<file path="config.mk">
export PLATFORM = sky130hd
export DESIGN_NAME = kiwi_ctrl_top
export DESIGN_NICKNAME = d
export VERILOG_FILES = /design/src/logic/ecpu_op_pkg.sv /design/src/logic/kiwi_ctrl_pkg.sv /design/src/logic/ctrl_reg.sv /design/src/logic/ser_port_steer.sv /design/src/logic/cycle_counters.sv /design/src/logic/event_flags.sv /design/src/logic/readback_mux.sv /design/src/logic/kiwi_ctrl_top.sv
export SDC_FILE = /design/constraint.sdc
export NUM_CORES = 1
export LEC_CHECK = 0
export BUFFER_PORTS_ARGS = -buffer_cell sky130_fd_sc_hd__buf_2
export CORE_MARGIN = 8
export CORE_UTILIZATION = 45
export DETAILED_ROUTE_END_ITERATION = 6
export PLACE_DENSITY = 0.81
export SYNTH_ARGS = -nofsm -noshare
export SYNTH_HDL_FRONTEND = slang
export SYNTH_SLANG_ARGS = --single-unit
export TNS_END_PERCENT = 1
</file>
<file path="constraint.sdc">
create_clock -name cpu_clk -period 2.3 [get_ports cpu_clk]
set_input_delay 0.23 -clock cpu_clk [delete_from_list [all_inputs] [get_ports cpu_clk]]
set_output_delay 0.23 -clock cpu_clk [all_outputs]
set_load 0.005 [all_outputs]
</file>
<file path="src/logic/ecpu_op_pkg.sv">
/* eCPU op word layout, register-number field and
   the op/strobe bus struct seen by the glue blocks */

`default_nettype none

package ecpu_op_pkg;

    // raw 16-bit op word from the eCPU
    typedef logic [15:0] op_t;

    // one-hot opcode bits, register ops
    localparam int unsigned op_set_ctrl    = 0;
    localparam int unsigned op_get_status  = 1;
    localparam int unsigned op_get_adc_ctr = 2;
    localparam int unsigned op_get_cpu_ctr = 3;
    localparam int unsigned op_get_srq     = 4;
    // one-hot opcode bits, event ops
    localparam int unsigned op_ctr_clr     = 5;
    localparam int unsigned op_ctr_ena     = 8;
    localparam int unsigned op_ctr_dis     = 9;

    // register number sits in op[7:6]
    localparam int unsigned reg_no_lsb = 6;
    localparam int unsigned reg_no_msb = 7;

    typedef logic [1:0] reg_no_t;

    // op word, top of stack and the one-cycle strobes
    typedef struct packed {
        op_t         op;
        logic [31:0] tos;
        logic        rd_reg;
        logic        wr_reg;
        logic        wr_evt;
    } cpu_bus_t;

    function automatic reg_no_t reg_no_of(op_t op);
        return op[reg_no_msb:reg_no_lsb];
    endfunction

endpackage

`default_nettype wire

</file>
<file path="src/logic/kiwi_ctrl_pkg.sv">
/* control register layout, serial-select codes,
   serial pin triple, status word and counter word */

`default_nettype none

package kiwi_ctrl_pkg;

    // which serial device gets the bit-banged triple
    typedef enum logic [1:0] {
        ser_attn = 2'd0,
        ser_gps  = 2'd1,
        ser_dna  = 2'd2
    } ser_sel_t;

    // global control register, 14 bits, msb first
    typedef struct packed {
        logic [3:0] reserved;
        logic       eeprom_wp;
        logic       snd_intr;
        logic       cmd_ready;
        logic       osc_dis;
        logic       sten;
        logic       ser_data;
        logic       ser_clk;
        logic       ser_le_csn;
        ser_sel_t   ser_sel;
    } ctrl_t;

    // latch/clock/data for one serial lane
    typedef struct packed {
        logic le_csn;
        logic clk;
        logic data;
    } ser_pins_t;

    // status word as read by the eCPU
    typedef struct packed {
        logic       rx_ovfl;
        logic [2:0] zero;
        logic [3:0] fpga_ver;
        logic [2:0] user_zero;
        logic       dna_bit;
        logic [3:0] fpga_id;
    } status_t;

    // cycle and ADC counter word
    typedef logic [31:0] ctr_t;

endpackage

`default_nettype wire

</file>
<file path="src/logic/ctrl_reg.sv">
/* global control register and the pin levels decoded from it */

`timescale 1ns/1ps
`default_nettype none

module ctrl_reg (
    input  wire                   cpu_clk,
    input  wire                   rx_orst,
    input  ecpu_op_pkg::cpu_bus_t bus,
    input  wire                   ext_intr,
    output kiwi_ctrl_pkg::ctrl_t  ctrl,
    output logic                  adc_clken,
    output logic                  adc_stenl,
    output logic                  ewp,
    output logic                  cmd_ready,
    output logic                  snd_intr
);

    import ecpu_op_pkg::*;
    import kiwi_ctrl_pkg::*;

    localparam int unsigned ctrl_w = $bits(ctrl_t);

    // set-control write loads the low bits of tos
    always_ff @(posedge cpu_clk)
    begin
        if (rx_orst)
            ctrl <= '0;
        else if (bus.wr_reg && bus.op[op_set_ctrl])
            ctrl <= ctrl_t'(bus.tos[ctrl_w-1:0]);
    end

    //////////////////////////////
    // pin decode
    //////////////////////////////

    // oscillator and self test are active-low disables
    assign adc_clken = ~ctrl.osc_dis;
    assign adc_stenl = ~ctrl.sten;
    assign ewp       = ctrl.eeprom_wp;
    assign cmd_ready = ctrl.cmd_ready;
    // sound irq also raised by the extension side
    assign snd_intr  = ctrl.snd_intr | ext_intr;

endmodule

`default_nettype wire

</file>
<file path="src/logic/ser_port_steer.sv">
/* serial latch/clock/data steering to attenuator, GPS and device-ID,
   device-ID read and shift level-to-pulse conversion */

`timescale 1ns/1ps
`default_nettype none

module ser_port_steer (
    input  wire                     cpu_clk,
    input  wire                     rx_orst,
    input  kiwi_ctrl_pkg::ctrl_t    ctrl,
    output kiwi_ctrl_pkg::ser_pins_t attn_pins,
    output kiwi_ctrl_pkg::ser_pins_t gps_pins,
    output logic                    dna_read_pulse,
    output logic                    dna_shift_pulse
);

    import kiwi_ctrl_pkg::*;

    // rising-edge pattern in a 2-stage history
    localparam logic [1:0] rise = 2'b01;

    ser_pins_t  ctrl_pins;
    ser_pins_t  dna_pins;
    logic [1:0] dna_rd_hist;
    logic [1:0] dna_sf_hist;

    // triple as written by the CPU
    assign ctrl_pins = '{le_csn: ctrl.ser_le_csn, clk: ctrl.ser_clk, data: ctrl.ser_data};

    //////////////////////////////
    // lane steering
    //////////////////////////////

    // unselected lanes held at zero
    assign attn_pins = (ctrl.ser_sel == ser_attn) ? ctrl_pins : '0;
    assign gps_pins  = (ctrl.ser_sel == ser_gps)  ? ctrl_pins : '0;
    assign dna_pins  = (ctrl.ser_sel == ser_dna)  ? ctrl_pins : '0;

    //////////////////////////////
    // device-ID pulses
    //////////////////////////////

    // latch doubles as read, data doubles as shift, both qualified by clk
    always_ff @(posedge cpu_clk)
    begin
        if (rx_orst)
        begin
            dna_rd_hist <= '0;
            dna_sf_hist <= '0;
        end
        else
        begin
            dna_rd_hist <= {dna_rd_hist[0], dna_pins.le_csn & dna_pins.clk};
            dna_sf_hist <= {dna_sf_hist[0], dna_pins.data & dna_pins.clk};
        end
    end

    // one cycle per rise
    assign dna_read_pulse  = (dna_rd_hist == rise);
    assign dna_shift_pulse = (dna_sf_hist == rise);

endmodule

`default_nettype wire

</file>
<file path="src/logic/cycle_counters.sv">
/* two CPU cycle counters with shared clear and enable flag */

`timescale 1ns/1ps
`default_nettype none

module cycle_counters (
    input  wire                   cpu_clk,
    input  wire                   rx_orst,
    input  ecpu_op_pkg::cpu_bus_t bus,
    output kiwi_ctrl_pkg::ctr_t   ctr0,
    output kiwi_ctrl_pkg::ctr_t   ctr1
);

    import ecpu_op_pkg::*;

    logic ctr_clr;
    logic ctr_ena;

    // event strobes
    assign ctr_clr = bus.wr_evt & bus.op[op_ctr_clr];

    // ctr0 free-running, ctr1 only while enabled
    always_ff @(posedge cpu_clk)
    begin
        if (rx_orst || ctr_clr)
        begin
            ctr0 <= '0;
            ctr1 <= '0;
        end
        else
        begin
            ctr0 <= ctr0 + 1'b1;
            if (ctr_ena)
                ctr1 <= ctr1 + 1'b1;
        end
    end

    // enable flag, seen by ctr1 from the following edge
    always_ff @(posedge cpu_clk)
    begin
        if (rx_orst)
            ctr_ena <= 1'b0;
        else if (bus.wr_evt && bus.op[op_ctr_ena])
            ctr_ena <= 1'b1;
        else if (bus.wr_evt && bus.op[op_ctr_dis])
            ctr_ena <= 1'b0;
    end

endmodule

`default_nettype wire

</file>
<file path="src/logic/event_flags.sv">
/* sticky ADC overflow flag and host service-request capture */

`timescale 1ns/1ps
`default_nettype none

module event_flags (
    input  wire                   cpu_clk,
    input  wire                   rx_orst,
    input  ecpu_op_pkg::cpu_bus_t bus,
    input  wire                   host_srq,
    input  wire                   rx_ovfl,
    input  wire                   ovfl_clr,
    output logic                  ovfl_sticky,
    output logic                  srq_ser
);

    import ecpu_op_pkg::*;

    logic srq_rd;
    logic srq_noted;

    assign srq_rd = bus.rd_reg & bus.op[op_get_srq];

    //////////////////////////////
    // overflow
    //////////////////////////////

    // clear reloads from the live input so a same-cycle overflow is kept
    always_ff @(posedge cpu_clk)
    begin
        if (rx_orst)
            ovfl_sticky <= 1'b0;
        else if (ovfl_clr)
            ovfl_sticky <= rx_ovfl;
        else
            ovfl_sticky <= ovfl_sticky | rx_ovfl;
    end

    //////////////////////////////
    // service request
    //////////////////////////////

    // noted collects requests between reads
    // read hands noted to the serial bit
    always_ff @(posedge cpu_clk)
    begin
        if (rx_orst)
        begin
            srq_noted <= 1'b0;
            srq_ser   <= 1'b0;
        end
        else if (srq_rd)
        begin
            srq_noted <= host_srq;
            srq_ser   <= srq_noted;
        end
        else
            srq_noted <= srq_noted | host_srq;
    end

endmodule

`default_nettype wire

</file>
<file path="src/logic/readback_mux.sv">
/* status word assembly and the eCPU parallel read-back mux */

`timescale 1ns/1ps
`default_nettype none

module readback_mux #(
    parameter logic [3:0] FPGA_VER = 4'd1,
    parameter logic [3:0] FPGA_ID  = 4'd0
) (
    input  ecpu_op_pkg::cpu_bus_t bus,
    input  kiwi_ctrl_pkg::ctr_t   ctr0,
    input  kiwi_ctrl_pkg::ctr_t   ctr1,
    input  kiwi_ctrl_pkg::ctr_t   adc_count,
    input  wire                   ovfl_sticky,
    input  wire                   dna_data,
    input  wire  [15:0]           host_dout,
    output logic [15:0]           par
);

    import ecpu_op_pkg::*;
    import kiwi_ctrl_pkg::*;

    status_t status;
    reg_no_t reg_no;
    logic    rd_cpu_ctr;
    logic    rd_adc_ctr;
    logic    rd_status;

    // unused status positions read zero
    assign status = '{
        rx_ovfl:   ovfl_sticky,
        zero:      '0,
        fpga_ver:  FPGA_VER,
        user_zero: '0,
        dna_bit:   dna_data,
        fpga_id:   FPGA_ID
    };

    assign reg_no     = reg_no_of(bus.op);
    assign rd_cpu_ctr = bus.rd_reg & bus.op[op_get_cpu_ctr];
    assign rd_adc_ctr = bus.rd_reg & bus.op[op_get_adc_ctr];
    assign rd_status  = bus.rd_reg & bus.op[op_get_status];

    //////////////////////////////
    // read-back priority
    //////////////////////////////

    always_comb
    begin
        // byte n of both cycle counters side by side
        if (rd_cpu_ctr)
            par = {ctr1[{reg_no, 3'b000} +: 8], ctr0[{reg_no, 3'b000} +: 8]};
        else if (rd_adc_ctr && reg_no == 2'd0)
            par = adc_count[15:0];
        else if (rd_adc_ctr && reg_no == 2'd1)
            par = adc_count[31:16];
        else if (rd_status)
            par = status;
        else
            // host data when nothing else claims the bus
            par = host_dout;
    end

endmodule

`default_nettype wire

</file>
<file path="src/logic/kiwi_ctrl_top.sv">
/* CPU-side glue top level, control register, serial steering,
   cycle counters, event flags and read-back mux */

`timescale 1ns/1ps
`default_nettype none

module kiwi_ctrl_top #(
    parameter logic [3:0] FPGA_VER = 4'd1,
    parameter logic [3:0] FPGA_ID  = 4'd0
) (
    input  wire                      cpu_clk,
    input  wire                      rx_orst,
    input  ecpu_op_pkg::cpu_bus_t    bus,
    input  wire                      host_srq,
    input  wire                      rx_ovfl,
    input  wire                      ovfl_clr,
    input  wire  [15:0]              host_dout,
    input  kiwi_ctrl_pkg::ctr_t      adc_count,
    input  wire                      dna_data,
    output logic [15:0]              par,
    output logic                     srq_ser,
    output kiwi_ctrl_pkg::ser_pins_t attn_pins,
    output kiwi_ctrl_pkg::ser_pins_t gps_pins,
    output logic                     dna_read_pulse,
    output logic                     dna_shift_pulse,
    output logic                     adc_clken,
    output logic                     adc_stenl,
    output logic                     ewp,
    output logic                     cmd_ready,
    output logic                     snd_intr
);

    import kiwi_ctrl_pkg::*;

    ctrl_t ctrl;
    ctr_t  ctr0;
    ctr_t  ctr1;
    logic  ovfl_sticky;

    //////////////////////////////
    // control and serial
    //////////////////////////////

    // no extension block, so no external sound irq
    ctrl_reg u_ctrl (
        .cpu_clk   (cpu_clk),
        .rx_orst   (rx_orst),
        .bus       (bus),
        .ext_intr  (1'b0),
        .ctrl      (ctrl),
        .adc_clken (adc_clken),
        .adc_stenl (adc_stenl),
        .ewp       (ewp),
        .cmd_ready (cmd_ready),
        .snd_intr  (snd_intr)
    );

    ser_port_steer u_steer (
        .cpu_clk         (cpu_clk),
        .rx_orst         (rx_orst),
        .ctrl            (ctrl),
        .attn_pins       (attn_pins),
        .gps_pins        (gps_pins),
        .dna_read_pulse  (dna_read_pulse),
        .dna_shift_pulse (dna_shift_pulse)
    );

    //////////////////////////////
    // counters, flags, read-back
    //////////////////////////////

    cycle_counters u_ctr (
        .cpu_clk (cpu_clk),
        .rx_orst (rx_orst),
        .bus     (bus),
        .ctr0    (ctr0),
        .ctr1    (ctr1)
    );

    event_flags u_flags (
        .cpu_clk     (cpu_clk),
        .rx_orst     (rx_orst),
        .bus         (bus),
        .host_srq    (host_srq),
        .rx_ovfl     (rx_ovfl),
        .ovfl_clr    (ovfl_clr),
        .ovfl_sticky (ovfl_sticky),
        .srq_ser     (srq_ser)
    );

    readback_mux #(
        .FPGA_VER (FPGA_VER),
        .FPGA_ID  (FPGA_ID)
    ) u_rdbk (
        .bus         (bus),
        .ctr0        (ctr0),
        .ctr1        (ctr1),
        .adc_count   (adc_count),
        .ovfl_sticky (ovfl_sticky),
        .dna_data    (dna_data),
        .host_dout   (host_dout),
        .par         (par)
    );

endmodule

`default_nettype wire

</file>
Word level (Yosys, flattened, before mapping)
Cells that the tools add are included.
{"block": "totals", "ram_bits": 0, "regBits": 82, "mem_count": 0, "latch_bits": 0, "out_inout_bits": 30, "mem_bits_ro": 0}
{"block": "op_classes", "n_div": 0, "magnitude_cmp": 0, "n_mul": 0, "n_eq_ne": 5, "n_addsub": 2, "mux": 11, "n_bitwise": 11, "n_shift": 2, "reduce_logical": 9}
{"operator": "32-bit by 1-bit adder with 32-bit output (second input constant)", "n": 2}
{"operator": "16-bit 2-to-1 mux", "n": 4}
{"operator": "32-bit by 6-bit indexed part select with 8-bit output", "n": 2}
{"operator": "3-bit 2-to-1 mux", "n": 3}
{"operator": "2-bit by 1-bit equality test with 1-bit output (second input constant)", "n": 4}
{"operator": "1-bit AND", "n": 7}
{"operator": "1-bit logical AND", "n": 5}
{"operator": "2-bit zero test", "n": 2}
{"operator": "1-bit 2-to-1 mux", "n": 4}
{"operator": "2-bit equality test (second input constant)", "n": 1}
{"operator": "1-bit NOT", "n": 2}
{"operator": "1-bit bitwise OR", "n": 2}
{"operator": "2-bit nonzero test", "n": 1}
{"operator": "1-bit logical OR", "n": 1}

Longest topological paths before layout
Gate-level depths: netlist of the first run.
{"block": "logic_depth", "word_depth": 5, "mapped_depth": 7, "ltp_nobuf": 6}

Cells and area by module
A second synthesis of the first run with hierarchy kept.
{"block": "hier_totals", "hier_cells": 573, "hier_area_um2": 4962.3}
{"mod": "cycle_counters", "area_per_inst_um2": 3005.4, "instances": 1, "seq_area_each_um2": 1301.2, "cells_per_inst": 352}
{"mod": "readback_mux", "area_per_inst_um2": 979.7, "instances": 1, "seq_area_each_um2": 0.0, "cells_per_inst": 123}
{"mod": "ctrl_reg", "area_per_inst_um2": 671.9, "instances": 1, "seq_area_each_um2": 280.3, "cells_per_inst": 67}
{"mod": "ser_port_steer", "area_per_inst_um2": 185.2, "instances": 1, "seq_area_each_um2": 80.1, "cells_per_inst": 19}
{"mod": "event_flags", "area_per_inst_um2": 116.4, "instances": 1, "seq_area_each_um2": 60.1, "cells_per_inst": 11}
{"mod": "kiwi_ctrl_top", "area_per_inst_um2": 3.8, "instances": 1, "seq_area_each_um2": 0.0, "cells_per_inst": 1}

Worst setup path before layout of the first run
No wires, ideal clock.
{"block": "synth_path", "kind": "input-to-output", "startpoint": "input bus[41] in the netlist's numbering", "endpoint": "output par[12]", "cell_stages": 5, "arrival_ns": 1.503, "slack_ns": 0.567, "cell_sequence": "buf_2 buf_2 mux4_1 nand2_1 o21ai_0"}
{"block": "synth_between", "elab_chain_cells": 5, "elab_cells_between_ends": 8, "classes_between": "eq/ne: 1; shift: 1; mux: 3; reduce/logical: 3"}
{"element": "start, declared", "line_no": "kiwi_ctrl_top.sv:13", "rtl": "input ecpu_op_pkg::cpu_bus_t bus,"}
{"element": "parallel branches: the longest is 4 deep, another holds 32-bit by 6-bit indexed part select with 8-bit output"}
{"element": "16-bit 2-to-1 mux *", "line_no": "readback_mux.sv:51", "rtl": "if (rd_cpu_ctr)"}
{"element": "end, declared", "line_no": "kiwi_ctrl_top.sv:20", "rtl": "output logic [15:0] par,"}
Every way passes the cells marked *.

Final worst setup path of the first run
{"block": "layout_path", "startpoint": "input bus[2] in the netlist's numbering", "endpoint": "output par[10]"}
{"block": "layout_between", "elab_chain_cells": 5, "elab_cells_between_ends": 9, "classes_between": "mux: 4; bitwise: 3; reduce/logical: 2"}
{"element": "1-bit AND (on tied branches)", "line_no": "readback_mux.sv:42, readback_mux.sv:41"}
{"element": "16-bit 2-to-1 mux / 1-bit logical AND (equally long branches)", "line_no": "readback_mux.sv:57, readback_mux.sv:55"}
{"element": "16-bit 2-to-1 mux", "line_no": "readback_mux.sv:55", "rtl": "else if (rd_adc_ctr && reg_no == 2'd1)"}
{"element": "16-bit 2-to-1 mux", "line_no": "readback_mux.sv:53", "rtl": "else if (rd_adc_ctr && reg_no == 2'd0)"}
{"element": "16-bit 2-to-1 mux *", "line_no": "readback_mux.sv:51"}
Mark *: on every way between the ends. The rest lies on a longest branch, timed or not.

==> metrics.txt, run 1 <==
gr ovfl total 0; Clock Tree Buf Depth 2; number of endpoints with negative hold slack in the final report 0; slowest cell on the critical path sky130_fd_sc_hd__a211oi_1; number of diodes added for antenna fixing 0; CTS tree built; Setup Skew 14.7 ps; via count normalized by instance count 5.58; count of boundary I/O pins 135; count of antenna-violating nets left after detailed routing 0; largest area contributor in the synthesized netlist sky130_fd_sc_hd__dfxtp_1; largest cells by area after synthesis sky130_fd_sc_hd__dfxtp_1 37%, sky130_fd_sc_hd__xor2_1 7.7%, sky130_fd_sc_hd__mux4_2 7.6%; netlist area before placement 4420 µm²; initial core utilization 45.8%; cell type group with the largest total delay on the critical path simple AND/OR/NAND/NOR gates; run status finished, final reports clean; Min-Delay Path Depth 3; slowest cell delay on critical path 340 ps; global routing usage summed across all routing layers 18.4%; DRC marker count from the first detailed-route iteration 337; Static Leakage 0.00215 µW; maximum achievable frequency 503 MHz; largest net degree at the start of global routing 65; Critical Path AT 1760 ps; cts-stage hold buffer count 0; detailed placement HPWL 9410 µm; crit path buf inv count 2; total number of vias 4,244; Main synth FF type sky130_fd_sc_hd__dfxtp_1; number of antenna violations at the first check in global routing 0; element type at the critical path start input port; worst reg2reg path depth 5; top-area cell type share of the netlist area 37.2%; Cell Rows 36; unrepaired setup endpoints after global routing no; clock buffer count from CTS 9; number of detailed-routing iterations run before antenna repair 5; Fill cells 873; placeable core region 9640 µm²; detailed-route wire length per cell 16.1 µm; area overhead of the layout relative to synthesis 19.6%; number of setup buffers added after CTS 0; crit path cell chain buf_2 > nand2_1 > and3_1 > a211oi_1 > o21ai_0 > buf_2; dominant combinational cell family by area after synthesis simple AND/OR/NAND/NOR gates; post-layout power 2810 µW; most numerous cell on the critical path sky130_fd_sc_hd__buf_2; Reg clk slew, reported paths 70 ps; Tcrit/Tclk final 86.4%; Finish-stage setup viols 0; number of flops mapped to enable cells by yosys 0; chip width 115 µm; Clk Latency, worst-skew pair 360 ps; count of buffers inserted at the top-level ports 106; Worst EP required 2070 ps; nets 729; max-cap viol count 0; worst slew slack as a fraction of its limit 56.4%; die area 13,200 µm²; number of levels the H-tree was split into 3; count of synthesis-stage warnings from yosys 0; Critical Path End Type primary output; final critical path time including I/O delays and setup 1990 ps; synthesized-area fraction occupied by xor and xnor cells 10.5%; flip-flop and latch count after synthesis 82; peak supply drop 265 µV; DRC 0; Setup CP Type in -> out; weighted congestion at the end of routability-driven global placement 0.903; cell at the root of the clock tree sky130_fd_sc_hd__clkbuf_8; fraction of the mapped netlist area in simple logic gates 29.8%; number of different library cells in the post-synthesis netlist 42; vias in the first global route 4,191; clock sink count 82; fraction of synthesized area in multiplexers 8.47%; Syn Nets 627; sequential share of the synthesized area 37.2%; synthesized-area fraction occupied by ao, oa, aoi and oai cells 10.0%; Die H 115 µm; synthesized area divided by synthesized cell count 8.50 µm²; Worst-Margin Slew 654 ps; class of the most critical hold timing path in -> reg; critical path depth 6; adder-cell area share of the yosys netlist 0.566%; share of post-route cells with drive strength above 1 25.5%; first-pass GRT wire length 19,800 µm; post-cts repair resize count 0; final max-slew violation count 0; sum of negative setup slack 0 ps; largest fanout on the critical path 16; final wirelength 12,300 µm; Post-Synthesis Cells 520; power per unit of standard cell area 532 nW/µm²; Post-synth ARST share 0%
layer usage:
| metal | share of wire, % | track usage [%] | vias up |
|---|---|---|---|
| met2 | 46 | 31.1 | 181 |
| met1 | 42 | 21.8 | 1999 |
| met5 | 0 | 0 | - |
| met4 | 2.3 | 9.72 | 0 |
| met3 | 9.0 | 3.57 | 23 |
| li1 | - | - | 2041 |
tightest hold or removal path: stages:
cell                      delay [ps]
sky130_fd_sc_hd__buf_2            80
sky130_fd_sc_hd__a21oi_1          30
sky130_fd_sc_hd__nor2_1           60
final timing paths:
kind         slack [ps]                    startpoint                            to
max reg2reg         380      u_ctr.ctr0[5]$_SDFF_PP0_     u_ctr.ctr0[25]$_SDFF_PP0_
max                 310                        bus[2]                       par[10]
min                  90                      host_srq  u_flags.srq_noted$_SDFF_PP0_
min reg2reg         460  u_flags.srq_ser$_SDFFE_PP0P_  u_flags.srq_ser$_SDFFE_PP0P_
stage by stage:
step / cells / cell area (µm²) / setup WS [ps] / hold WS (ps) / util [%]
3_5_place_dp: 744 / 5080 / 345 / 445 / 52.7
6_report: 760 / 5290 / 313 / 89.8 / 54.8
5_1_grt: 760 / 5290 / 189 / 110 / 54.8
4_1_cts: 760 / 5290 / 327 / 82.3 / 54.8
3_3_place_gp: 744 / 5080 / 359 / 443 / 52.7
2_1_floorplan: 520 / 4420 / 567 / 347 / -
cell type report:
cell class                 instances  area, µm²  area share, %
clock inverter                     5       62.6           1.18
sequential                        82       1640           31.1
multi-input combinational        403       2630           49.7
inverter                           9       33.8          0.639
tap                              133        166           3.15
clock buffer                      11        141           2.68
timing repair buffer             117        613           11.6
cells in the mapped netlist (2+ instances only):
| cell type | number |
|---|---|
| sky130_fd_sc_hd__nand4_4 | 2 |
| sky130_fd_sc_hd__buf_2 | 7 |
| sky130_fd_sc_hd__xor2_1 | 39 |
| sky130_fd_sc_hd__a211oi_1 | 13 |
| sky130_fd_sc_hd__nor3_4 | 2 |
| sky130_fd_sc_hd__ha_1 | 2 |
| sky130_fd_sc_hd__and3_1 | 21 |
| sky130_fd_sc_hd__nand4_2 | 2 |
| sky130_fd_sc_hd__and2_0 | 2 |
| sky130_fd_sc_hd__nor2_1 | 74 |
| sky130_fd_sc_hd__nor2b_1 | 5 |
| sky130_fd_sc_hd__nor3_1 | 4 |
| sky130_fd_sc_hd__a311oi_1 | 2 |
| sky130_fd_sc_hd__and4_1 | 8 |
| sky130_fd_sc_hd__and2_1 | 11 |
| sky130_fd_sc_hd__xnor2_1 | 14 |
| sky130_fd_sc_hd__clkbuf_1 | 16 |
| sky130_fd_sc_hd__nand3_1 | 24 |
| sky130_fd_sc_hd__dfxtp_1 | 82 |
| sky130_fd_sc_hd__mux4_2 | 15 |
| sky130_fd_sc_hd__nor3_2 | 2 |
| sky130_fd_sc_hd__nand2_1 | 61 |
| sky130_fd_sc_hd__a21oi_1 | 27 |
| sky130_fd_sc_hd__inv_1 | 9 |
| sky130_fd_sc_hd__or3_1 | 10 |
| sky130_fd_sc_hd__nand4_1 | 17 |
| sky130_fd_sc_hd__o21ai_0 | 34 |
power by group:
group	switching [µW]	internal, µW	total [µW]
sequential	15.1	1440	1450
clock	528	537	1070
combinational	157	137	294
total	700	2110	2810
cells by family after synthesis:
group | Yosys count
compound gates | 79
xor+xnor | 53
fa+ha+maj | 2
buf+inv | 35
flops | 82
mux | 17
simple gates | 252
cell usage in the layout, fill, tap and decap left out, drive strengths merged, types with 2 or more instances in the layout:
cell type and instances:
a211oi 13, a21oi 27, a311oi 2, and2 13, and3 22, and4 9
buf 117, clkbuf 11, clkinvlp 2, dfxtp 82, ha 2, inv 10
mux4 16, nand2 61, nand3 24, nand4 21, nor2 74, nor2b 5
nor3 8, o21ai 34, or3 10, xnor2 14, xor2 39
Power figures use the tool's default switching activity.
==> run 2: changes to the inputs <==
PLACE_DENSITY = 0.8   (was 0.81)
SYNTH_HIERARCHICAL = 1   (was default)
==> run 2 against run 1 <==
Sequential power about the same. Core utilization decreased by 0.25 points. Critical path depth decreased by 2. Synthesized cell count grew 6.7%. Largest cell class unchanged.
==> metrics.txt, run 2 <==
number of diodes added for antenna fixing 0; Critical Path AT 2440 ps; Logic pwr share 11.9%; largest net degree at the start of global routing 22; Static Leakage 0.00203 µW; most frequent standard cell in the layout excluding fill and tap cells sky130_fd_sc_hd__buf_2; Clk Latency, worst-skew pair 350 ps; count of antenna-violating nets left after detailed routing 0; count of buffers inserted at the top-level ports 106; Setup CP Type reg -> reg; run status finished, final reports clean; number of antenna violations at the first check in global routing 0; number of setup buffers added after CTS 0; Placement Setup Slack 105 ps; number of detailed-routing iterations run before antenna repair 5; peak supply drop 285 µV; area overhead of the layout relative to synthesis 18.1%; final max-slew violation count 0; clock buffer count from CTS 9; total number of vias 4,689; die area 14,200 µm²; Cell Rows 37; global routing usage summed across all routing layers 19.1%; count of boundary I/O pins 135; DRC 0; worst slew slack as a fraction of its limit 48.5%; sum of negative setup slack 0 ps; clock sink count 82; netlist area before placement 4770 µm²; Setup Skew 11.7 ps; fraction of power spent switching nets 25.8%; class of the most critical hold timing path in -> reg; post-place instance area 5430 µm²; Post-Synthesis Cells 555; cell at the root of the clock tree sky130_fd_sc_hd__clkbuf_8; largest fanout on the critical path 12; Tcrit/Tclk final 94.0%; placeable core region 10,300 µm²; weighted congestion at the end of routability-driven global placement 0.890; final wirelength 13,600 µm; crit path buf inv count 0; cts-stage hold buffer count 0; unrepaired setup endpoints after global routing no; slowest cell on the critical path sky130_fd_sc_hd__or4_1; most numerous cell on the critical path sky130_fd_sc_hd__or4_1; via count normalized by instance count 5.91; first-pass GRT wire length 22,800 µm; max-cap viol count 0; power per unit of standard cell area 504 nW/µm²; highest-count cells in the layout ignoring fill and taps 106 x sky130_fd_sc_hd__buf_2, 82 x sky130_fd_sc_hd__dfxtp_1, 45 x sky130_fd_sc_hd__a21oi_1; area of all placed cells without fillers 5630 µm²; detailed placement HPWL 10,200 µm; Clock power frac 37.1%; chip width 119 µm; Worst EP required 2580 ps; maximum achievable frequency 463 MHz; number of levels the H-tree was split into 3; Finish-stage setup viols 0; Die H 119 µm; nets 759; slowest cell delay on critical path 750 ps; Critical Path End Type register; CTS tree built; reg-to-reg critical path startpoint u_ctr/ctr0[5]$_SDFF_PP0_; sequential share of power 51.0%; Reg clk slew, reported paths 80 ps; crit path cell chain nand3_4 > or4_1 > or4_1 > a21oi_1; count of synthesis-stage warnings from yosys 6; DRC marker count from the first detailed-route iteration 390; synthesized area divided by synthesized cell count 8.60 µm²; final critical path time including I/O delays and setup 2160 ps; element type at the critical path start register; detailed-route wire length per cell 17.2 µm; worst hold start host_srq; share of post-route cells with drive strength above 1 28.2%; Clock Tree Buf Depth 2; Sw Pwr 732 µW; cell type group with the largest total delay on the critical path simple AND/OR/NAND/NOR gates; initial core utilization 46.2%; gr ovfl total 0; vias in the first global route 4,733; Worst-Margin Slew 772 ps; critical path launch point u_ctr/ctr0[5]$_SDFF_PP0_; internal portion of total power 2110 µW; Syn Nets 662; final setup slack of the worst path 139 ps; number of endpoints with negative hold slack in the final report 0
==> run 2: power by group through the flow <==
| stage | clock (µW) | sequential [µW] | combinational (µW) |
|---|---|---|---|
| finish | 1060 | 1450 | 337 |
| CTS | 1080 | 1450 | 336 |
| detailed placement | 0 | 1480 | 334 |
| global placement | 0 | 1480 | 325 |
| floorplan | 0 | 1480 | 189 |
| global route | 1160 | 1450 | 373 |
==> run 2: metrics by stage <==
stage                     util (%)  power (µW)  cells  hold slack [ps]
after floorplan                  -        1670    555              292
after global placement        52.6        1810    777              448
after detailed placement      52.6        1820    777              455
after CTS                     54.5        2870    793              107
after global routing          54.6        2980    793              121
final                         54.6        2840    793              130
==> run 2: worst paths after layout <==
| path | slack (ps) | end | depth (start not counted) |
|---|---|---|---|
| max | 140 | u_ctr/ctr0[31]$_SDFF_PP0_ | 4 |
| max reg2reg | 140 | u_ctr/ctr0[31]$_SDFF_PP0_ | 4 |
| min | 130 | u_flags/srq_noted$_SDFF_PP0_ | 2 |
| min reg2reg | 470 | u_ctrl/ctrl[6]$_SDFFE_PP0P_ | 2 |
==> run 2: timing repair <==
action                                  CTS  global route
hold endpoints to repair                  0             0
resized for setup                         0             2
endpoints found under the setup margin    0             9
==> run 2: layout make-up <==
type | count | area, µm²
fillers | 908 | 4690
multi-input cells | 413 | 2830
flip-flops and latches | 82 | 1640
repair buffers | 128 | 733
well taps | 136 | 170
clock buffers | 11 | 131
inverters | 18 | 67.6
clock inverters | 5 | 63.8
==> run 2: worst reg2reg max path: stages (launching register included) <==
cell and delay (ps):
sky130_fd_sc_hd__dfxtp_1 450, sky130_fd_sc_hd__nand3_4 160, sky130_fd_sc_hd__or4_1 750, sky130_fd_sc_hd__or4_1 580, sky130_fd_sc_hd__a21oi_1 150
==> run 2: layer usage <==
layer  routed length [µm]  global-route usage (%)  vias to the layer above
met4                  163                    6.88                        0
met1                 5910                    24.7                     2210
met5                    0                       0                        -
li1                     -                       -                     2237
met2                 5980                    29.3                      226
met3                 1570                    6.24                       16
